--- config.mk ---
export PLATFORM = sky130hd
export DESIGN_NAME = head_rotator
export DESIGN_NICKNAME = d
export VERILOG_FILES = /design/src/logic/router_pkg.sv /design/src/logic/head_rotator.sv
export VERILOG_INCLUDE_DIRS = /design/src /design/src/logic
export SDC_FILE = /design/constraint.sdc
export NUM_CORES = 1
export LEC_CHECK = 0
export BUFFER_PORTS_ARGS = -buffer_cell sky130_fd_sc_hd__buf_2
export CORE_AREA = 2 2 39 41
export DETAILED_ROUTE_END_ITERATION = 16
export DIE_AREA = 0 0 41 43
export GPL_TIMING_DRIVEN = 0
export PLACE_DENSITY = 0.82
export SLEW_MARGIN = 40
export SYNTH_ARGS = -nofsm -noshare
export SYNTH_HDL_FRONTEND = slang
export SYNTH_SLANG_ARGS = --single-unit
export TNS_END_PERCENT = 1
--- constraint.sdc ---
create_clock -name clock -period 4.2 [get_ports clock]
set_input_delay 0.42 -clock clock [delete_from_list [all_inputs] [get_ports clock]]
set_output_delay 0.42 -clock clock [all_outputs]
set_load 0.02 [all_outputs]
--- src/logic/router_params.svh ---
//~~~~~~~~~~~~~~~~~~~~~~~~~~~~~~~~~~~~~~~~~~~~~~~~~~~~~~~~~~~~~~~~~~~~~~~~~~
// ROUTER_ADDR_BITS must equal log2 of ROUTER_PORTS
// the head counter and address decode wrap on that width
//~~~~~~~~~~~~~~~~~~~~~~~~~~~~~~~~~~~~~~~~~~~~~~~~~~~~~~~~~~~~~~~~~~~~~~~~~~
`ifndef ROUTER_PARAMS_SVH
`define ROUTER_PARAMS_SVH

`default_nettype none

// serial input ports, and the same number of output ports
`define ROUTER_PORTS 16

// header address bits, A0 is sent first
`define ROUTER_ADDR_BITS 4

`default_nettype wire

`endif

--- src/logic/router_pkg.sv ---
//~~~~~~~~~~~~~~~~~~~~~~~~~~~~~~~~~~~~~~~~~~~~~~~~~~~~~~~~~~~~~~~~~~~~~~~~~~
// lane signals are active low except data
//~~~~~~~~~~~~~~~~~~~~~~~~~~~~~~~~~~~~~~~~~~~~~~~~~~~~~~~~~~~~~~~~~~~~~~~~~~
`include "router_params.svh"
`default_nettype none

package router_pkg;

	// one bit per output port
	typedef logic [`ROUTER_PORTS-1:0] port_mask_t;

	// output port number
	typedef logic [`ROUTER_ADDR_BITS-1:0] port_addr_t;

	typedef struct packed {
		logic frame_n;
		logic valid_n;
		logic data;
	} serial_lane_t;

	// no frame, no valid bit
	localparam serial_lane_t LANE_IDLE = '{frame_n: 1'b1, valid_n: 1'b1, data: 1'b0};

	// captured header, request is the fifth header bit
	typedef struct packed {
		logic request;
		port_addr_t addr;
	} route_req_t;

endpackage

`default_nettype wire

--- src/logic/head_rotator.sv ---
//~~~~~~~~~~~~~~~~~~~~~~~~~~~~~~~~~~~~~~~~~~~~~~~~~~~~~~~~~~~~~~~~~~~~~~~~~~
// head moves one port per cycle at most and wraps at the port count
//~~~~~~~~~~~~~~~~~~~~~~~~~~~~~~~~~~~~~~~~~~~~~~~~~~~~~~~~~~~~~~~~~~~~~~~~~~
`timescale 1ns/1ns
`default_nettype none

module head_rotator (
	input logic clock,
	input logic reset,
	input router_pkg::port_mask_t yield,
	output router_pkg::port_mask_t is_head
);
	import router_pkg::*;

	port_addr_t head_num;

	assign is_head = port_mask_t'(1) << head_num;

	always_ff @(posedge clock)
	begin
		if (!reset)
			head_num <= '0;
		else if (yield[head_num])
		begin
			// head slice holds nothing, pass priority on
			head_num <= head_num + 1'b1;
		end
	end

endmodule

`default_nettype wire

Yosys cells after proc, flatten, opt, wreduce, memory -nomap -nowiden
Cells that the tools add are included.

Register bits after elaboration: 4. Logic and storage cells: 6. Bits of input ports: 18.

Magnitude comparators: 1. $add $sub $neg: 1. Multiplexer cells: 2. Shifts and indexed selects: 1.

Operator list (number): 1-bit by 4-bit left shift with 16-bit output, first input constant (1); 4-bit by 5-bit less-than comparator with 1-bit output, second input constant (1); 4-bit by 1-bit adder with 4-bit output, second input constant (1); 1-bit binary-select mux with 4-bit select (1); 1-bit 2-to-1 mux (1).

Depth between registers and ports, before layout
Word-level depth: 2. Depth in mapped cells: 5.

Worst setup path before layout
No wires, ideal clock.

Kind: reg-to-reg. Start: register head_num[1]. End: register head_num[1]. Setup slack: 2419 ps. Setup time: 114 ps. Period minus slack after synthesis: 1781 ps. Path buffers: 1. Arrival: 1667 ps. Stages on the path, launching flop included: 6. Cell sequence: dfxtp_1 buf_6 mux4_2 mux4_2 mux2i_1 nor2_1.

Cells in the longest elaborated chain, start to end: 2. Elaborated cells on any way between the ends: 3. Classes of those cells: 1 x add/sub; 2 x mux.

RTL lines: start: declaration (line head_rotator.sv:15) `port_addr_t head_num;`; start signal: assignment (line head_rotator.sv:26) `head_num <= head_num + 1'b1;`; 1-bit binary-select mux with 4-bit select (line head_rotator.sv:23) `else if (yield[head_num])`; 1-bit 2-to-1 mux (implied by the code) (line head_rotator.sv:23).

Parallel ways exist; a longest one is shown, timed or not. The select of a mux whose other input is x is not followed. A chain may end at the register's enable or synchronous reset.

Worst setup path after layout
Start: register head_num[2]. End: output port is_head[11].

Cells in the longest elaborated chain, start to end: 1.

RTL lines: 1-bit by 4-bit left shift with 16-bit output (line head_rotator.sv:17) `assign is_head = port_mask_t'(1) << head_num;`; end: declaration (line head_rotator.sv:11) `output router_pkg::port_mask_t is_head`.

Every way passes these cells.

==> out/metrics.yaml <==
outcome: "completed"
post_cts_buffers: 0
reg2reg_slack_ns: 2.21
path_max_fanout: 10
switchingPower_mw: 0.159
ioPinCount: 34
grt_pass1_wl_mm: 1.74
ys_warn_count: 0
leakage_nw: 0.380
worst_slack_ns: 2.15
antenna_left: 0
drt-initial-drc-count: 16
die_y_um: 43
rr_worst_depth: 4
place.gp.congestion: 0.769
whs_path_depth: 2
fmax_mhz: 489
drc_errors: 0
whs_ns: 0.407
layout_common_cells: "33 x buf_2, 11 x and2_1, 6 x ha_1"
maxCapViolCount: 0
vias: 531
regToRegEndpoint: "head_num[2]"
crit_required_ns: 3.78
clk_latency_ns: 0.24
largest-register: "head_num"
core.rowCount: 14
grt_pass1_vias: 436
numCtsBuffers: 3
final_nets: 115
h-tree-depth: 1
antenna_found_initial: 0
syn-cell-area_um2: 489
viasPerCell: 5.06
path_cells: "clkbuf_1 -> inv_1 -> ha_1 -> and2_1 -> buf_2"
cts_sinks: 4
hold_path_class: "primary input to register"
place.detailed.hpwl_mm: 1.01
power_frac_clock: 0.136
tritoncts: "yes"
largest_reg_flops: 4
power_frac_comb: 0.684
syn2layout_area_growth_pct: 42.5
floorplan.initialDensity: 0.354
cts_resized: 0
ir_drop_mv: 0.268
crit_type: "register to output port"
grt_usage: 0.146
power_density_nw_per_um2: 510
min_period_ns: 2.05
gr-total-overflow: 0
worstHoldEndpoint: "head_num[3]"
pre_cts_slack_ns: 2.25
cts_hold_buf: 0
cp-end-kind: "output port"
syn_inst: 53
synth_flop_cell: "dfxtp_1"
hold_viol: 0
seq_power_share: 0.180
cts.clk_slew.worst_paths_ns: 0.04
slowest_delay_ns: 0.36
timing.rr.start: "head_num[2]"
yosysSeqAreaShare: 0.164
top_regs: "head_num: 4 flops"
arrival_ns: 1.63
swShare: 0.448
min-delay-start: "yield[15]"
maxSlewHeadroom: 0.718
port_buffers: 33
synth_cell_types: 17
async_reset_ff_frac: 0
layout_commonest_cell: "buf_2"
drive_gt1_frac: 0.472
synthesis.nets: 77
cp-start-kind: "register"
dieArea_um2: 1760
wirelength_mm: 1.17
wl_per_cell_um: 11.1
fin_util: 0.504
grt_max_degree: 11
clk_root_buffer_cell: "clkbuf_4"
period_share: 0.487
clk_path_buf_depth: 2
core_um2: 1380
drt_first_pass_iters: 4
power_mw: 0.355
synth_edf_count: 0
slew_violations: 0
setup_violations: 0
fin_skew_ns: 0.00474
rsz0062_at_grt: "no"
intPower_mw: 0.196
ys_seq_elements: 4
worst_pin_slew_ns: 0.423
diodes: 0
die_x_um: 41
setup_tns_ns: 0
avgSynthCellArea_um2: 9.23
crit_slowest_cell: "clkbuf_1"
==> power groups by stage <==
stage / clock, mW / combinational [mW] / sequential, mW
after CTS: 0.0491 / 0.247 / 0.0639
after detailed placement: 0 / 0.246 / 0.0647
final: 0.0482 / 0.243 / 0.0640
after global routing: 0.0510 / 0.269 / 0.0657
after global placement: 0 / 0.236 / 0.0640
after floorplan: 0 / 0.185 / 0.0616
==> worst max-delay path: cells and delay by family, from the launching register on <==
kind	cells	cell delay, ns
and+or+nand+nor	1	0.15
buffers and inverters	3	0.66
DFF	1	0.35
adders and majority gates	1	0.23
==> cells by family (layout without fill, tap and decap cells) <==
logic type / after synthesis / in the layout / synth area share
AO/OA/AOI/OAI: 5 / 5 / 0.0767
adder cells (fa/ha/maj): 6 / 6 / 0.153
buffers and inverters: 7 / 43 / 0.0690
flip-flops: 4 / 4 / 0.164
multiplexers: 6 / 6 / 0.251
AND/OR/NAND/NOR: 25 / 25 / 0.286
==> stage by stage <==
step	instance area, µm²	instances
2_1_floorplan	489	53
3_5_place_dp	674	102
5_1_grt	697	105
3_3_place_gp	674	102
6_report	697	105
4_1_cts	697	105
==> synthesized netlist by cell type (2+ instances only) <==
| cell | instances | area, µm² |
|---|---|---|
| a211oi_1 | 2 | 15.0 |
| a311oi_1 | 2 | 17.5 |
| and2_1 | 11 | 68.8 |
| and3_1 | 3 | 18.8 |
| clkbuf_1 | 2 | 7.51 |
| dfxtp_1 | 4 | 80.1 |
| ha_1 | 6 | 75.1 |
| inv_1 | 4 | 15.0 |
| mux4_2 | 5 | 113 |
| nor2_1 | 5 | 18.8 |
| nor2b_1 | 3 | 18.8 |
==> routing by layer <==
layer / part of all wire / routed length, µm / track usage / up-vias
met5: 0 / 0 / 0 / -
met4: 0.0051 / 6 / 0.0800 / 0
met3: 0.088 / 103 / 0.0157 / 2
met2: 0.52 / 611 / 0.247 / 28
met1: 0.38 / 448 / 0.167 / 243
li1: - / - / - / 258
==> how the worst max path moves through the flow <==
| stage | startpoint | end | depth (start not counted) |
|---|---|---|---|
| 5_1_grt | head_num[2] | is_head[11] | 5 |
| 3_5_place_dp | head_num[2] | head_num[2] | 4 |
| 3_3_place_gp | head_num[2] | head_num[2] | 4 |
| 6_report | head_num[2] | is_head[11] | 5 |
| 2_1_floorplan | head_num[1] | head_num[1] | 5 |
| 4_1_cts | head_num[2] | is_head[11] | 5 |
==> layout make-up <==
class                           count  area [µm²]
Tap cell                           16        20.0
Fill cell                         141         687
Sequential cell                     4        80.1
Buffer                              3        18.8
Inverter                            4        15.0
Multi-Input combinational cell     42         375
Timing Repair Buffer               33         165
Clock buffer                        3        22.5
No activity file was read; power rests on OpenSTA's default activity.
