File: config.mk
export PLATFORM = sky130hd
export DESIGN_NAME = output_crossbar
export DESIGN_NICKNAME = d
export VERILOG_FILES = /design/src/logic/router_pkg.sv /design/src/logic/output_crossbar.sv
export VERILOG_INCLUDE_DIRS = /design/src /design/src/logic
export SDC_FILE = /design/constraint.sdc
export NUM_CORES = 1
export LEC_CHECK = 0
export BUFFER_PORTS_ARGS = -buffer_cell sky130_fd_sc_hd__buf_2
export CORE_MARGIN = 2
export CORE_UTILIZATION = 30
export CTS_CLUSTER_SIZE = 14
export DETAILED_ROUTE_END_ITERATION = 12
export PLACE_DENSITY_LB_ADDON = 0.3
export SLEW_MARGIN = 10
export SYNTH_ARGS = -nofsm -noshare
export SYNTH_HDL_FRONTEND = slang
export SYNTH_SLANG_ARGS = --single-unit
File: constraint.sdc
create_clock -name clock -period 3.93 [get_ports clock]
set_input_delay 0.393 -clock clock [delete_from_list [all_inputs] [get_ports clock]]
set_output_delay 0.393 -clock clock [all_outputs]
set_load 0.02 [all_outputs]
File: src/logic/router_params.svh
//~~~~~~~~~~~~~~~~~~~~~~~~~~~~~~~~~~~~~~~~~~~~~~~~~~~~~~~~~~~~~~~~~~~~~~~~~~
// ROUTER_ADDR_BITS must equal log2 of ROUTER_PORTS
// the head counter and address decode wrap on that width
//~~~~~~~~~~~~~~~~~~~~~~~~~~~~~~~~~~~~~~~~~~~~~~~~~~~~~~~~~~~~~~~~~~~~~~~~~~
`ifndef ROUTER_PARAMS_SVH
`define ROUTER_PARAMS_SVH

`default_nettype none

// serial input ports, and the same number of output ports
`define ROUTER_PORTS 16

// header address bits, A0 is sent first
`define ROUTER_ADDR_BITS 4

`default_nettype wire

`endif

File: src/logic/router_pkg.sv
//~~~~~~~~~~~~~~~~~~~~~~~~~~~~~~~~~~~~~~~~~~~~~~~~~~~~~~~~~~~~~~~~~~~~~~~~~~
// lane signals are active low except data
//~~~~~~~~~~~~~~~~~~~~~~~~~~~~~~~~~~~~~~~~~~~~~~~~~~~~~~~~~~~~~~~~~~~~~~~~~~
`include "router_params.svh"
`default_nettype none

package router_pkg;

	// one bit per output port
	typedef logic [`ROUTER_PORTS-1:0] port_mask_t;

	// output port number
	typedef logic [`ROUTER_ADDR_BITS-1:0] port_addr_t;

	typedef struct packed {
		logic frame_n;
		logic valid_n;
		logic data;
	} serial_lane_t;

	// no frame, no valid bit
	localparam serial_lane_t LANE_IDLE = '{frame_n: 1'b1, valid_n: 1'b1, data: 1'b0};

	// captured header, request is the fifth header bit
	typedef struct packed {
		logic request;
		port_addr_t addr;
	} route_req_t;

endpackage

`default_nettype wire

File: src/logic/output_crossbar.sv
//~~~~~~~~~~~~~~~~~~~~~~~~~~~~~~~~~~~~~~~~~~~~~~~~~~~~~~~~~~~~~~~~~~~~~~~~~~
// expects at most one granted slice per output, otherwise lanes are merged
//~~~~~~~~~~~~~~~~~~~~~~~~~~~~~~~~~~~~~~~~~~~~~~~~~~~~~~~~~~~~~~~~~~~~~~~~~~
`timescale 1ns/1ns
`include "router_params.svh"
`default_nettype none

module output_crossbar (
	input logic clock,
	input logic reset,
	input router_pkg::port_mask_t grant [`ROUTER_PORTS],
	input router_pkg::serial_lane_t lane [`ROUTER_PORTS],
	output router_pkg::port_mask_t frameo_n,
	output router_pkg::port_mask_t valido_n,
	output router_pkg::port_mask_t dout
);
	import router_pkg::*;

	serial_lane_t merged [`ROUTER_PORTS];

	// active-low signals merge by AND, data by OR
	always_comb
	begin
		for (int d = 0; d < `ROUTER_PORTS; d++)
		begin
			merged[d] = LANE_IDLE;
			for (int s = 0; s < `ROUTER_PORTS; s++)
			begin
				if (grant[s][d])
				begin
					merged[d].frame_n = merged[d].frame_n & lane[s].frame_n;
					merged[d].valid_n = merged[d].valid_n & lane[s].valid_n;
					merged[d].data = merged[d].data | lane[s].data;
				end
			end
		end
	end

	always_ff @(posedge clock)
	begin
		if (!reset)
		begin
			frameo_n <= '1;
			valido_n <= '1;
			dout <= '0;
		end
		else
		begin
			for (int d = 0; d < `ROUTER_PORTS; d++)
			begin
				frameo_n[d] <= merged[d].frame_n;
				valido_n[d] <= merged[d].valid_n;
				dout[d] <= merged[d].data;
			end
		end
	end

endmodule

`default_nettype wire

# Word-level counts from Yosys, hierarchy flattened
# Cells that the tools add are included.
[word_totals] reg_bits=48 input_bits=306 output_inout_bits=48
[op_classes] n_mux=256 bitwise=720
[op_table] cell="two-way mux 3 bit" count=256
[op_table] cell="AND 1 bit" count=480
[op_table] cell="bitwise OR 1 bit" count=240

# Logic depth before layout (Yosys ltp)
[depth] word_depth=31 ltp_mapped=6

# Least setup slack after synthesis
# No wires, ideal clock.
[synth_path] kind="input to register" startpoint="input lane[30] (netlist name)" endpoint="register dout[10]" setup_time_ns=0.115 t_arrival_ns=1.407 required_time_ns=3.815 setup_slack_ns=2.409 stages=6 path_buffers=2 cell_sequence="clkbuf_1 -> clkbuf_1 -> a22o_1 -> a221oi_1 -> nand3_1 -> o21a_1"
[synth_via] elab_chain_len=22
[synth_lines] item="start, declared" line_no="output_crossbar.sv:12" rtl="input router_pkg::serial_lane_t lane [`ROUTER_PORTS],"
[synth_lines] item="bitwise OR 1 bit (*)" line_no="output_crossbar.sv:33" rtl="merged[d].data = merged[d].data | lane[s].data;"
[synth_lines] item="two-way mux 3 bit (*)" line_no="output_crossbar.sv:29" rtl="if (grant[s][d])"
[synth_lines] item="bitwise OR 1 bit" line_no="output_crossbar.sv:33"
[synth_lines] item="two-way mux 3 bit (*)" line_no="output_crossbar.sv:29"
[synth_lines] item="bitwise OR 1 bit" line_no="output_crossbar.sv:33"
[synth_lines] item="two-way mux 3 bit (*)" line_no="output_crossbar.sv:29"
[synth_lines] item="bitwise OR 1 bit" line_no="output_crossbar.sv:33"
[synth_lines] item="two-way mux 3 bit (*)" line_no="output_crossbar.sv:29"
[synth_lines] item="(+6 left out)"
[synth_lines] item="bitwise OR 1 bit" line_no="output_crossbar.sv:33"
[synth_lines] item="two-way mux 3 bit (*)" line_no="output_crossbar.sv:29"
[synth_lines] item="bitwise OR 1 bit" line_no="output_crossbar.sv:33"
[synth_lines] item="two-way mux 3 bit (*)" line_no="output_crossbar.sv:29"
[synth_lines] item="bitwise OR 1 bit" line_no="output_crossbar.sv:33"
[synth_lines] item="two-way mux 3 bit (*)" line_no="output_crossbar.sv:29"
[synth_lines] item="bitwise OR 1 bit" line_no="output_crossbar.sv:33"
[synth_lines] item="two-way mux 3 bit (*)" line_no="output_crossbar.sv:29"
[synth_lines] item="end signal, assigned by index" line_no="output_crossbar.sv:53" rtl="dout[d] <= merged[d].data;"
[synth_lines] item="end, declared" line_no="output_crossbar.sv:15" rtl="output router_pkg::port_mask_t dout"
# Every way passes the cells marked *; elsewhere a longest branch is shown, timed or not.
# A chain may end at the register's enable or synchronous reset.

# Worst setup path in the final report
[layout_path] startpoint="input lane[25] (netlist name)" endpoint="register valido_n[14]"
[layout_via] elab_chain_len=18
[layout_lines] item="AND 1 bit (*)" line_no="output_crossbar.sv:32" rtl="merged[d].valid_n = merged[d].valid_n & lane[s].valid_n;"
[layout_lines] item="two-way mux 3 bit (*)" line_no="output_crossbar.sv:29"
[layout_lines] item="AND 1 bit" line_no="output_crossbar.sv:32"
[layout_lines] item="two-way mux 3 bit (*)" line_no="output_crossbar.sv:29"
[layout_lines] item="AND 1 bit" line_no="output_crossbar.sv:32"
[layout_lines] item="two-way mux 3 bit (*)" line_no="output_crossbar.sv:29"
[layout_lines] item="AND 1 bit" line_no="output_crossbar.sv:32"
[layout_lines] item="two-way mux 3 bit (*)" line_no="output_crossbar.sv:29"
[layout_lines] item="(+2 left out)"
[layout_lines] item="AND 1 bit" line_no="output_crossbar.sv:32"
[layout_lines] item="two-way mux 3 bit (*)" line_no="output_crossbar.sv:29"
[layout_lines] item="AND 1 bit" line_no="output_crossbar.sv:32"
[layout_lines] item="two-way mux 3 bit (*)" line_no="output_crossbar.sv:29"
[layout_lines] item="AND 1 bit" line_no="output_crossbar.sv:32"
[layout_lines] item="two-way mux 3 bit (*)" line_no="output_crossbar.sv:29"
[layout_lines] item="AND 1 bit" line_no="output_crossbar.sv:32"
[layout_lines] item="two-way mux 3 bit (*)" line_no="output_crossbar.sv:29"
[layout_lines] item="end signal, assigned by index" line_no="output_crossbar.sv:52" rtl="valido_n[d] <= merged[d].valid_n;"
[layout_lines] item="end, declared" line_no="output_crossbar.sv:14" rtl="output router_pkg::port_mask_t valido_n,"
# Marks and branches as above.

==> results.md <==
- Initial antenna violation count: 1
- RD Place Congestion: 0.931
- Final Hold Fails: 0
- All-Layer GR Usage: 35.8%
- Bufs and invs on worst path: 1
- Setup TNS: 0 ns
- Final setup violation count: 0
- Vias: 9580
- Synth Warn #: 0
- Die W: 151 um
- Most frequent cells in the layout: buf_2, inv_1, nand2b_1, o22ai_1, nor2b_1
- Max FO, Critical Path: 16
- Final instance area: 0.00841 mm2
- Distinct cell type count after synthesis: 31
- RSZ-0062 raised after global routing: false
- Max Clk Rate: 557 MHz
- Mapped Nets: 1177
- Largest net degree at the start of global routing: 29
- IO Pins: 354
- I/O Buffers: 353
- FP Rows: 53
- Crit-path max cell delay: 0.54 ns
- Critical path's slowest cell: a2111oi_0
- CTS tree: yes
- Worst-path cell chain: buf_2 > nor2b_1 > a2111oi_0 > o2111ai_1 > o41ai_1
- Final period utilization: 45.7%
- H-tree level count: 2
- Vias per inst: 6.69
- Least-Margin Pin Slew: 1.06 ns
- Layout area overhead: 29.9%
- Clock slew at reported path FFs: 0.08 ns
- #FFs+latches synth: 48
- Leak: 3.92 nW
- DRC: 0
- Initial core utilization: 30.7%
- CTS resizes: 0
- Global-route wire length before repair: 59.2 mm
- Pwr/cell area: 236 mW/mm2
- Die Span Y: 151 um
- Number of buffers created by CTS: 5
- Core area: 0.0211 mm2
- Syn Area/Cell: 7.43 um2
- Root Buffer Master: clkbuf_16
- Total of max-cap violations: 0
- Critical Path Source Type: input pin
- Die area: 0.0228 mm2
- CP delay by family, top: compound AO/OA/AOI/OAI gates
- Placed Area: 0.00827 mm2
- Post-route antenna net violation count: 0
- Total Power: 0.00198 W
- Pre-antenna DRT Iters: 6
- Hold buffers post-CTS: 0
- Worst Path Required: 4.13 ns
- Worst-case hold slack: 0.426 ns
- Max Slew Vio Count: 0
- Min Tclk post-route: 1.80 ns
- Post-CTS Setup Bufs: 0
- CP arrival: 2.00 ns
- Sequential fraction of the synthesis area: 14.8%
- Fin util: 39.9%
- Rel. slew slack: 29.5%
- Vias in the first global route: 9547
- GRT overflow: 0
- Worst hold start: grant[223]
- DRT iter0 DRCs: 1371
- Worst Hold End: valido_n[15]
- Hold depth: 3
- Share of post-route cells with drive strength above 1: 34.0%
- Synthesized area: 0.00647 mm2
- Worst hold path type: input pin to flip-flop
- Hpwl dp: 28.9 mm
- Status: complete, no violations
- Nets: 1461
- Routed WL per cell: 29.9 um
- Most common cell after layout, fill and taps aside: buf_2
- Routed WL: 42.8 mm
- Worst vdd ir: 0.153 mV
- Worst Setup End Kind: flip-flop
- Mapped Cells: 871
- Sinks on Clock Net: 48
- Crit Path Category: input pin to flip-flop
- Max Buffers Root-to-Sink: 2
[stage by stage]
stage	setup slack, ns	instances
2_1_floorplan	2.41	871
3_3_place_gp	1.99	1423
3_5_place_dp	1.93	1423
4_1_cts	2.27	1430
5_1_grt	2.08	1431
6_report	2.13	1432
[flip-flops by register name (all words and copies together), names as in the netlist]
signal and cells:
dout 16, frameo_n 16, valido_n 16
[cell families (layout without fill, tap and decap cells)]
| family | Yosys count | in the layout | synth area share, % |
|---|---|---|---|
| AO/OA/AOI/OAI | 400 | 400 | 52.4 |
| buffers and inverters | 222 | 506 | 13.4 |
| flip-flops | 48 | 48 | 14.8 |
| other | 0 | 2 | 0 |
| AND/OR/NAND/NOR | 201 | 201 | 19.4 |
[power breakdown]
| group | leakage [nW] | total (W) | switching (W) | internal (W) |
|---|---|---|---|---|
| logic | 3.45 | 0.000976 | 0.000612 | 0.000364 |
| clock network | 0.0667 | 0.000480 | 0.000245 | 0.000234 |
| registers | 0.405 | 0.000526 | 0.0000115 | 0.000515 |
[area by class of cell]
class / instances / area, um2
Antenna cell: 2 / 5.00
Clock buffer: 6 / 129
Clock inverter: 1 / 5.00
Fill cell: 2289 / 12700
Inverter: 145 / 544
Multi-Input combinational cell: 601 / 4650
Sequential cell: 48 / 961
Tap cell: 275 / 344
Timing Repair Buffer: 354 / 1770
[worst max-delay path by stage]
stage | slack, ns | cells after the start | startpoint | to
after global routing | 2.08 | 5 | lane[25] | valido_n[14]
after CTS | 2.27 | 5 | lane[25] | valido_n[3]
after global placement | 1.99 | 5 | lane[25] | valido_n[4]
after floorplan | 2.41 | 6 | lane[30] | dout[10]
final | 2.13 | 5 | lane[25] | valido_n[14]
after detailed placement | 1.93 | 5 | lane[25] | valido_n[5]
[tightest hold or removal path, delay by kind of cell]
kind,cells,cell delay (ns)
buffers and inverters,1,0.10
AOI/OAI and AO/OA,2,0.20
[synthesized netlist by cell type, drive strengths merged]
library cell  number  area share, %
and2b             11            1.4
o21a              16            1.9
buf               15            1.4
o2111a            15            2.6
a2bb2oi            6           0.81
inv              145            8.4
dfxtp             48             15
o41ai             32            5.5
nand2              1          0.058
a21oi             41            3.2
nand2b            78            7.5
nor2b             78            7.8
o22ai             71            6.9
a22o              43            5.8
o2111ai           32            4.3
a221o             16            2.5
nand3             32            2.5
a22oi             64            7.4
a2111oi           16            5.1
a221oi            32            4.3
o221ai            16            2.2
clkbuf            62            3.6
or3                1          0.097
[per-layer routing]
| layer | vias up | GRT usage (%) | part of all wire (%) |
|---|---|---|---|
| li1 | 3916 | - | - |
| met1 | 4395 | 42.3 | 34 |
| met2 | 1019 | 54.7 | 43 |
| met3 | 250 | 13.2 | 16 |
| met4 | 0 | 22.8 | 6.8 |
| met5 | - | 0 | 0 |
(Power assumes the default switching activity.)
