`src/logic/router_params.svh`:
```
//~~~~~~~~~~~~~~~~~~~~~~~~~~~~~~~~~~~~~~~~~~~~~~~~~~~~~~~~~~~~~~~~~~~~~~~~~~
// ROUTER_ADDR_BITS must equal log2 of ROUTER_PORTS
// the head counter and address decode wrap on that width
//~~~~~~~~~~~~~~~~~~~~~~~~~~~~~~~~~~~~~~~~~~~~~~~~~~~~~~~~~~~~~~~~~~~~~~~~~~
`ifndef ROUTER_PARAMS_SVH
`define ROUTER_PARAMS_SVH

`default_nettype none

// serial input ports, and the same number of output ports
`define ROUTER_PORTS 16

// header address bits, A0 is sent first
`define ROUTER_ADDR_BITS 4

`default_nettype wire

`endif

```
`src/logic/router_pkg.sv`:
```
//~~~~~~~~~~~~~~~~~~~~~~~~~~~~~~~~~~~~~~~~~~~~~~~~~~~~~~~~~~~~~~~~~~~~~~~~~~
// lane signals are active low except data
//~~~~~~~~~~~~~~~~~~~~~~~~~~~~~~~~~~~~~~~~~~~~~~~~~~~~~~~~~~~~~~~~~~~~~~~~~~
`include "router_params.svh"
`default_nettype none

package router_pkg;

	// one bit per output port
	typedef logic [`ROUTER_PORTS-1:0] port_mask_t;

	// output port number
	typedef logic [`ROUTER_ADDR_BITS-1:0] port_addr_t;

	typedef struct packed {
		logic frame_n;
		logic valid_n;
		logic data;
	} serial_lane_t;

	// no frame, no valid bit
	localparam serial_lane_t LANE_IDLE = '{frame_n: 1'b1, valid_n: 1'b1, data: 1'b0};

	// captured header, request is the fifth header bit
	typedef struct packed {
		logic request;
		port_addr_t addr;
	} route_req_t;

endpackage

`default_nettype wire

```
`src/logic/claim_chain.sv`:
```
//~~~~~~~~~~~~~~~~~~~~~~~~~~~~~~~~~~~~~~~~~~~~~~~~~~~~~~~~~~~~~~~~~~~~~~~~~~
// an enabled claim stays masked while an earlier ring slice holds the output
//~~~~~~~~~~~~~~~~~~~~~~~~~~~~~~~~~~~~~~~~~~~~~~~~~~~~~~~~~~~~~~~~~~~~~~~~~~
`timescale 1ns/1ns
`default_nettype none

module claim_chain (
	input logic clock,
	input logic reset,
	input router_pkg::route_req_t req,
	input logic frame_end,
	input logic is_head,
	input router_pkg::port_mask_t claim_in,
	input router_pkg::port_mask_t out_idle,
	output router_pkg::port_mask_t claim_out,
	output router_pkg::port_mask_t grant,
	output logic yield,
	output logic busy_n
);
	import router_pkg::*;

	port_mask_t arb_in;
	port_mask_t want;
	port_mask_t held;
	logic claim_en;

	// the head slice sees every output as free of earlier holders
	assign arb_in = is_head ? '1 : claim_in;

	// one-hot of the requested output
	assign want = port_mask_t'(1) << req.addr;

	assign held = (claim_en && req.request) ? want : '0;
	assign grant = held & arb_in;

	// later slices lose the output we hold
	assign claim_out = arb_in & ~held;

	// nothing held and nothing taken
	assign yield = (claim_out == arb_in);

	always_ff @(posedge clock)
	begin
		if (!reset)
		begin
			claim_en <= 1'b0;
			busy_n <= 1'b1;
		end
		else
		begin
			// low only while a request waits for its grant
			busy_n <= (|grant) || !req.request;

			if (frame_end)
				claim_en <= 1'b0;
			else if (req.request && |(want & arb_in & out_idle))
			begin
				// output is free on the ring and the old tail has left
				claim_en <= 1'b1;
			end
		end
	end

endmodule

`default_nettype wire

```
`src/logic/header_capture.sv`:
```
//~~~~~~~~~~~~~~~~~~~~~~~~~~~~~~~~~~~~~~~~~~~~~~~~~~~~~~~~~~~~~~~~~~~~~~~~~~
// header bits are sampled from the registered lane, valid_n is ignored there
//~~~~~~~~~~~~~~~~~~~~~~~~~~~~~~~~~~~~~~~~~~~~~~~~~~~~~~~~~~~~~~~~~~~~~~~~~~
`timescale 1ns/1ns
`default_nettype none

module header_capture (
	input logic clock,
	input logic reset,
	input router_pkg::serial_lane_t lane,
	output router_pkg::route_req_t req,
	output logic frame_end
);
	import router_pkg::*;

	localparam int HDR_BITS = $bits(route_req_t);
	localparam int CNT_BITS = $clog2(HDR_BITS + 1);

	logic frame_d;
	logic frame_fall;
	logic shift_en;
	logic [CNT_BITS-1:0] bit_cnt;
	logic [HDR_BITS-1:0] shift_q;
	route_req_t hdr_rev;

	// edges of the registered frame_n
	assign frame_fall = frame_d & ~lane.frame_n;
	assign frame_end = ~frame_d & lane.frame_n;

	// first bit arrives together with the falling edge
	assign shift_en = frame_fall || (bit_cnt != '0 && bit_cnt < CNT_BITS'(HDR_BITS));

	// A0 went in first and sits at the top, so reverse into the address LSB
	always_comb
	begin
		hdr_rev.request = shift_q[0];
		for (int i = 0; i < $bits(port_addr_t); i++)
		begin
			hdr_rev.addr[i] = shift_q[HDR_BITS-1-i];
		end
	end

	always_ff @(posedge clock)
	begin
		if (shift_en)
		begin
			shift_q <= {shift_q[HDR_BITS-2:0], lane.data};
		end
	end

	always_ff @(posedge clock)
	begin
		if (!reset)
		begin
			frame_d <= 1'b1;
			bit_cnt <= '0;
			req <= '0;
		end
		else
		begin
			frame_d <= lane.frame_n;
			if (frame_end)
			begin
				bit_cnt <= '0;
				req <= '0;
			end
			else if (frame_fall)
				bit_cnt <= CNT_BITS'(1);
			else if (shift_en)
				bit_cnt <= bit_cnt + 1'b1;
			else if (bit_cnt == CNT_BITS'(HDR_BITS))
			begin
				// whole header is in, hold it until the frame ends
				req <= hdr_rev;
				bit_cnt <= '0;
			end
		end
	end

endmodule

`default_nettype wire

```
`src/logic/input_slice.sv`:
```
//~~~~~~~~~~~~~~~~~~~~~~~~~~~~~~~~~~~~~~~~~~~~~~~~~~~~~~~~~~~~~~~~~~~~~~~~~~
// bits offered while busy_n is low are marked invalid and never forwarded
//~~~~~~~~~~~~~~~~~~~~~~~~~~~~~~~~~~~~~~~~~~~~~~~~~~~~~~~~~~~~~~~~~~~~~~~~~~
`timescale 1ns/1ns
`default_nettype none

module input_slice (
	input logic clock,
	input logic reset,
	input logic frame_n,
	input logic valid_n,
	input logic din,
	input logic is_head,
	input router_pkg::port_mask_t claim_in,
	input router_pkg::port_mask_t out_idle,
	output router_pkg::port_mask_t claim_out,
	output router_pkg::port_mask_t grant,
	output logic yield,
	output router_pkg::serial_lane_t lane,
	output logic busy_n
);
	import router_pkg::*;

	serial_lane_t lane_d;
	route_req_t req;
	logic frame_end;

	// a bit is only taken while busy_n is high
	assign lane_d.frame_n = frame_n;
	assign lane_d.valid_n = valid_n | ~busy_n;
	assign lane_d.data = din;

	always_ff @(posedge clock)
	begin
		if (!reset)
			lane <= LANE_IDLE;
		else
			lane <= lane_d;
	end

	header_capture i_capture (
		.clock(clock),
		.reset(reset),
		.lane(lane),
		.req(req),
		.frame_end(frame_end)
	);

	claim_chain i_claim (
		.clock(clock),
		.reset(reset),
		.req(req),
		.frame_end(frame_end),
		.is_head(is_head),
		.claim_in(claim_in),
		.out_idle(out_idle),
		.claim_out(claim_out),
		.grant(grant),
		.yield(yield),
		.busy_n(busy_n)
	);

endmodule

`default_nettype wire

```
`config.mk`:
```
export PLATFORM = sky130hd
export DESIGN_NAME = input_slice
export DESIGN_NICKNAME = d
export VERILOG_FILES = /design/src/logic/router_pkg.sv /design/src/logic/claim_chain.sv /design/src/logic/header_capture.sv /design/src/logic/input_slice.sv
export VERILOG_INCLUDE_DIRS = /design/src /design/src/logic
export SDC_FILE = /design/constraint.sdc
export NUM_CORES = 1
export LEC_CHECK = 0
export ABC_AREA = 0
export BUFFER_PORTS_ARGS = -buffer_cell sky130_fd_sc_hd__buf_2
export CAP_MARGIN = 20
export CELL_PAD_IN_SITES_DETAIL_PLACEMENT = 1
export CELL_PAD_IN_SITES_GLOBAL_PLACEMENT = 1
export CORE_ASPECT_RATIO = 1.75
export CORE_UTILIZATION = 33
export DETAILED_ROUTE_END_ITERATION = 12
export PLACE_DENSITY_LB_ADDON = 0.1
export SYNTH_ARGS = -nofsm -noshare
export SYNTH_HDL_FRONTEND = slang
export SYNTH_SLANG_ARGS = --single-unit
```
`constraint.sdc`:
```
create_clock -name clock -period 2.4 [get_ports clock]
set_input_delay 0.24 -clock clock [delete_from_list [all_inputs] [get_ports clock]]
set_output_delay 0.24 -clock clock [all_outputs]
set_load 0.01 [all_outputs]
```
* Word-level counts from Yosys, hierarchy flattened
Cells that the tools add are included.
Operators by class: muxes and demuxes 5, bitwise operators 14, reduce and logical (&&, ||, !) cells 14, eq/ne operators 2, $lt $le $gt $ge 1, $add $sub $neg 1, shifts and indexed selects 1
Operator list (count):
- AND 16 bit | 4
- 2-to-1 mux 16 bit | 2
- OR reduction 16 bit | 2
- equality test 16 bit | 1
- NOT 16 bit | 1
- << shifter 1 x 4 -> 16 bit (first input constant) | 1
- 2-to-1 mux 3 bit | 2
- NOT 1 bit | 6
- nonzero test 3 bit | 2
- adder 3 x 1 -> 3 bit (second input constant) | 1
- equality test 3 bit (second input constant) | 1
- logical AND 1 bit | 3
- less-than comparator 3 bit (second input constant) | 1
- AND reduction 3 bit | 1
- OR reduction 3 bit | 1
- AND 1 bit | 2
- logical OR 1 bit | 2
- nonzero test 2 bit | 1
- OR reduction 2 bit | 1
- logical NOT 1 bit | 1
- 2-to-1 mux 1 bit | 1
- OR 1 bit | 1
Word-level totals: bits in registers 19, input bits 38, output and inout port bits 37

* Logic depth before layout (Yosys ltp)
Gate-level depths: netlist of run 1.
depth in word-level cells 5, mapped depth 7, gate-level depth less buffers 7

* Cells and area by module
From an unflattened synthesis of run 1, not the netlist that was laid out.
Second synthesis, totals: cell total of the unflattened synthesis 206, area total of the unflattened synthesis 1640.3 um^2
Modules (own cells, without submodules):
- claim_chain | cells an instance 138, sequential area each 40.0 um^2, instances 1, area each 903.4 um^2
- header_capture | cells an instance 62, sequential area each 330.3 um^2, instances 1, area each 656.9 um^2
- input_slice | cells an instance 6, sequential area each 60.1 um^2, instances 1, area each 80.1 um^2

* Worst setup path before layout of run 1
No wires, ideal clock.
kind register to output, from reg i_capture.req[4] (netlist name), to out yield, setup slack 703 ps, arrival 1457 ps, stages on the path, launching flop included 6, data required time 2160 ps, path through dfxtp_1 > clkbuf_1 > nand3_1 > nor4_1 > a311o_1 > a31oi_1
On the way: cells in the longest elaborated chain, start to end 5
Ends and longest elaborated chain:
- logical AND 1 bit | line claim_chain.sv:33 | assign held = (claim_en && req.request) ? want : '0;
- 2-to-1 mux 16 bit | line claim_chain.sv:33
- NOT 16 bit | line claim_chain.sv:37 | assign claim_out = arb_in & ~held;
- AND 16 bit | line claim_chain.sv:37
- equality test 16 bit | line claim_chain.sv:40 | assign yield = (claim_out == arb_in);
- end, declared | line input_slice.sv:18 | output logic yield,
Every way passes these cells.

* Worst setup path after layout of run 1
from reg i_capture.req[0] (netlist name), to out yield
On the way: cells in the longest elaborated chain, start to end 5
Ends and longest elaborated chain:
- << shifter 1 x 4 -> 16 bit | line claim_chain.sv:31 | assign want = port_mask_t'(1) << req.addr;
- 2-to-1 mux 16 bit | line claim_chain.sv:33
- NOT 16 bit | line claim_chain.sv:37
- AND 16 bit | line claim_chain.sv:37
- equality test 16 bit | line claim_chain.sv:40
Every way passes these cells.

==> flow_summary.toml, run 1 <==
[run_status]
run_status = "complete, no violations"

[timing]
slew_headroom = 0.646
clock_skew_ps = 2.21
finalSetupViolCount = 0
worst_slack_ps = 188
tightest_slew_ps = 524
finalHoldViolCount = 0
fmax_ghz = 0.452
timing.final.max_slew_violations = 0
finalCriticalPeriod_ps = 2210
fin_tns_setup_ps = 0
min_period_over_period = 0.922
rsz0062_at_grt = "false"

[hold_path]
hold_class = "in -> reg"
whs_endpoint = "lane[2]"
min_path_cells = 2
hold_start = "frame_n"

[yosys]
synth_top_area_frac = 0.189
synth_top_family_by_area = "simple AND/OR/NAND/NOR gates"
synth_mux_area_frac = 0.0800
ys_seq_elements = 19
synthesis.nets = 249
synth-simple-area-share = 0.328
syn_inst = 208
synthXorXnorAreaFrac = 0
ys_types = 45
ys.warnings.count = 0
synth_area_leaders = "dfxtp_1 (19%), nor2_1 (11%), edfxtp_1 (10%)"
synth_compound_area_frac = 0.213
synth-adder-area-share = 0.0253
synthFlopType = "dfxtp_1"
ys_seq_area_frac = 0.290
postSynth.asyncResetShare = 0
yosys.area.top_type = "dfxtp_1"
synth_edf_count = 5
synth.avg_cell_area_sq_um = 7.15
synth.most_common_cell = "nor2_1"
yosys-top-cells-count = "nor2_1 (45), nand2_1 (24), a21oi_1 (14), dfxtp_1 (14)"
synth.cell_area_sq_um = 1490

[global_routing]
grt_pass1_vias = 1805
overflow = 0
grt_pass1_wl_mm = 8.45
grt.total_usage = 0.234
grt_max_degree = 18
antenna_found_initial = 0

[detailed_routing]
ant_nets = 0
drcViolationCount = 0
drtPass1Iterations = 4
wire_per_inst_microns = 15.9
drt_iter0_drc = 17
vias = 1793
drt-total-wl_mm = 5.29
via_per_inst = 5.40

[job]
drv_cap = 0

[floorplanning]
die_h_microns = 90.8
fp.dieW_microns = 52.7
row_count = 32
initial_core_util = 0.341
coreArea_sq_um = 4360
die_area_sq_um = 4790
io_pins = 75

[worst_setup_path]
arrival_ps = 1970
critPathLaunch = "i_capture.req[0]"
crit_path_start_kind = "flip-flop"
reg2reg_from = "i_capture.req[3]"
reg2reg_to = "i_claim.busy_n"
slowest_delay_ps = 520
end_kind = "output port"
reg2reg_slack_ps = 620
critical_path_class = "reg -> out"
required_ps = 2160
reg2reg_depth = 5
crit_path_cell_trace = "and2b_1, a211oi_1, nor3_1, a311o_1, a31oi_1, buf_2"
slowest_stage = "dfxtp_2"
cp_max_fo = 16

[final_layout]
diodes = 0
fillers = 609
areaGrowthSynthToFinish_pct = 33.0
finalNonFillerCells = 332
layout.nets = 323
drive_gt1_frac = 0.352

[placement]
dp_hpwl_mm = 4.38
port-buffer-count = 74
dpl.cell_count = 328
gp_congestion = 0.876
pre_cts_ws_ps = 293

[cts]
clkTransAtPathRegs_ps = 70
clock_path_buffers = 2
clkSinkCount = 19
h-tree-depth = 1
cts-buffers-inserted = 3
cts_root_buffer = "clkbuf_8"
clock_latency_ps = 250
post-cts-setup-buffers = 0
cts_tree = "built"

[power_and_ir_drop]
peakVddDrop_uv = 401
power-per-cell-area_nw_per_um2 = 391
power.static_leakage_nw = 0.875
==> worst max path at each step <==
stage             to  slack (ps)  depth (start not counted)
6_report       yield         190                          6
5_1_grt        yield           2                          6
4_1_cts        yield           1                          6
3_5_place_dp   yield         290                          6
3_3_place_gp   yield         340                          6
2_1_floorplan  yield         700                          5
==> metal layers <==
layer / vias up / share of wire / global-route usage
li1: 887 / - / -
met1: 853 / 0.36 / 0.240
met2: 45 / 0.58 / 0.450
met3: 8 / 0.030 / 0.0101
met4: 0 / 0.024 / 0.103
met5: - / 0 / 0
==> registers in the layout, indices dropped and copies added, names as in the netlist <==
name and cells:
i_capture.req 5, i_capture.shift_q 5, i_capture.bit_cnt 3, lane 3, i_capture.frame_d 1, i_claim.busy_n 1
i_claim.claim_en 1
==> cell usage in the layout, fill, tap and decap left out, types with 7 or more instances in the layout <==
cell type,Yosys,final
a21oi_1,14,14
buf_2,7,74
buf_4,0,10
dfxtp_1,14,12
mux2i_1,7,7
nand2_1,24,24
nand3_1,7,7
nor2_1,45,44
nor3_1,9,9
o21ai_0,9,9
==> critical path, delay by kind of cell, from the launching register on <==
kind                   cells  cell delay [ps]
AND/OR/NAND/NOR            2              310
AO/OA/AOI/OAI              3              720
flip-flops                 1              520
buffers and inverters      1              160
==> report_power, final <==
part	total, W	switching [W]	internal (W)
Combinational	0.000173	0.0000994	0.0000731
Clock	0.000222	0.000106	0.000117
Sequential	0.000377	0.0000167	0.000360
==> per-stage QoR <==
step,utilization,total power (W),hold slack (ps),instance area (sq um)
3_3_place_gp,0.441,0.000555,415,1920
5_1_grt,0.453,0.000816,183,1980
2_1_floorplan,-,0.000477,341,1490
4_1_cts,0.452,0.000784,161,1970
3_5_place_dp,0.441,0.000556,414,1920
6_report,0.453,0.000772,164,1980
==> repair_timing <==
item,in CTS,in global routing
endpoints found under the setup margin,0,1
gates resized for setup,0,3
hold buffers,0,0
==> layout make-up <==
cell class,instances,area [sq um],share of cell area
multi-input combinational,168,963,0.487
inverter,6,22.5,0.0114
sequential,19,433,0.219
clock inverter,1,7.51,0.00380
timing repair buffer,84,445,0.225
tap,51,63.8,0.0323
clock buffer,3,41.3,0.0209
==> logic make-up after synthesis <==
logic type	after synthesis
flops	19
buf+inv	21
compound gates	47
mux	11
simple gates	107
fa+ha+maj	3
No activity file was read; power rests on OpenSTA's default activity.
==> run 2: changes to the inputs <==
Settings changed: SETUP_SLACK_MARGIN from default to 0.3.
==> run 2 against run 1 <==
- die area unchanged
- combinational power increased by 3%
- total power up 0.36%
- setup slack gained 200 ps
- flip-flop and latch count unchanged
- critical path depth decreased by 1
- critical path type unchanged
- wire length grew 4.2%
- clock-buffer cell count stayed put
- clock skew about the same
- critical endpoint unchanged
==> flow_summary.toml, run 2 (synthesis results as in run 1) <==
[run_status]
run_status = "complete, no violations"

[worst_setup_path]
end_kind = "output port"
crit_path_start_kind = "flip-flop"
critPathLaunch = "i_capture.req[2]"
critical_path_class = "reg -> out"
required_ps = 2160
cp_max_fo = 9
reg2reg_from = "i_capture.bit_cnt[0]"
arrival_ps = 1780

[final_layout]
diodes = 0
reg_top3 = "i_capture.req: 5 flops, i_capture.shift_q: 5 flops"
areaGrowthSynthToFinish_pct = 39.9
layout_commonest_cell = "buf_2"
final_cell_mix = "buf_2 (74), nor2_1 (44), nand2_1 (24)"
drive_gt1_frac = 0.388
layout.nets = 328

[detailed_routing]
vias = 1818
drtPass1Iterations = 4
drcViolationCount = 0
via_per_inst = 5.39
wire_per_inst_microns = 16.3
ant_nets = 0
drt_iter0_drc = 22
drt-total-wl_mm = 5.51

[floorplanning]
io_pins = 75
fp.dieW_microns = 52.7
die_h_microns = 90.8
coreArea_sq_um = 4360
initial_core_util = 0.341
die_area_sq_um = 4790
row_count = 32

[timing]
min_period_over_period = 0.840
finalHoldViolCount = 0
slew_headroom = 0.688
rsz0062_at_grt = "true"
tightest_slew_ps = 465
timing.final.max_slew_violations = 0
fmax_ghz = 0.496
whs_ps = 164
fin_tns_setup_ps = 0
finalSetupViolCount = 0
finalCriticalPeriod_ps = 2020
clock_skew_ps = 2.08

[cts]
cts_root_buffer = "clkbuf_8"
clock_path_buffers = 2
cts-buffers-inserted = 3
clock_latency_ps = 250
h-tree-depth = 1
clkTransAtPathRegs_ps = 70
cts_tree = "built"
clkSinkCount = 19

[power_and_ir_drop]
peakVddDrop_uv = 422
power_frac_clock = 0.287
power.static_leakage_nw = 0.914
seq_power_share = 0.483
combPwrFrac = 0.230
switching_share = 0.291
power.internal_w = 0.000549
switchingPower_w = 0.000225
power-per-cell-area_nw_per_um2 = 373

[global_routing]
grt.total_usage = 0.236
overflow = 0
grt_pass1_wl_mm = 8.53
grt_max_degree = 18
grt_pass1_vias = 1849
antenna_found_initial = 0

[hold_path]
hold_class = "in -> reg"
hold_start = "frame_n"

[job]
drv_cap = 0

[placement]
port-buffer-count = 74
gp_congestion = 0.876
dp_hpwl_mm = 4.38
## run 2: cell types whose count changed in the layout (fill, tap and decap cells not counted), sizes merged
| cell | change |
|---|---|
| buf | +5 |
## run 2: worst paths after layout
kind                                             end  slack (ps)  cells past startpoint
worst max-delay path                           yield         380                      5
worst min-delay path                         lane[2]         160                      2
worst min register to register  i_capture.shift_q[0]         440                      0
worst max register to register  i_capture.bit_cnt[0]         680                      6
## run 2: area by class of cell
| class | instances | area, sq um |
|---|---|---|
| Clock buffer | 3 | 41.3 |
| Inverter | 6 | 22.5 |
| Tap cell | 51 | 63.8 |
| Sequential cell | 19 | 443 |
| Timing Repair Buffer | 89 | 483 |
| Clock inverter | 1 | 7.51 |
| Fill cell | 603 | 2280 |
| Multi-Input combinational cell | 168 | 1020 |
## run 2: what timing repair did
item,in CTS,in global routing
buffers inserted,2,3
pin swaps,1,4
resized for setup,9,12
endpoints found under the hold margin,0,0
hold buffers,0,0
endpoints found under the setup margin,17,2
## run 2: stage by stage
stage,utilization,cell area [sq um],worst slack [ps],power [W],instances
after floorplan,-,1490,703,0.000477,208
after global placement,0.441,1920,336,0.000555,328
after detailed placement,0.441,1920,293,0.000556,328
after CTS,0.460,2010,320,0.000782,334
after global routing,0.476,2080,219,0.000818,337
final,0.476,2080,385,0.000775,337
## run 2: power groups by stage
stage	registers (W)	logic, W	clock network (W)
2_1_floorplan	0.000380	0.0000975	0
3_3_place_gp	0.000384	0.000171	0
3_5_place_dp	0.000384	0.000172	0
4_1_cts	0.000375	0.000175	0.000233
5_1_grt	0.000378	0.000197	0.000243
6_report	0.000375	0.000178	0.000222
## run 2: per-layer routing
layer | up-vias | part of all wire | GRT usage
met1 | 856 | 0.35 | 0.241
li1 | 896 | - | -
met5 | - | 0 | 0
met2 | 53 | 0.58 | 0.450
met3 | 13 | 0.033 | 0.0101
met4 | 0 | 0.033 | 0.114
## run 2: critical path: stages, from the launching register on
cell and delay [ps]:
dfxtp_4 400, mux2_2 340, o2111ai_1 230, o2111ai_2 190, a31oi_1 200, buf_2 160
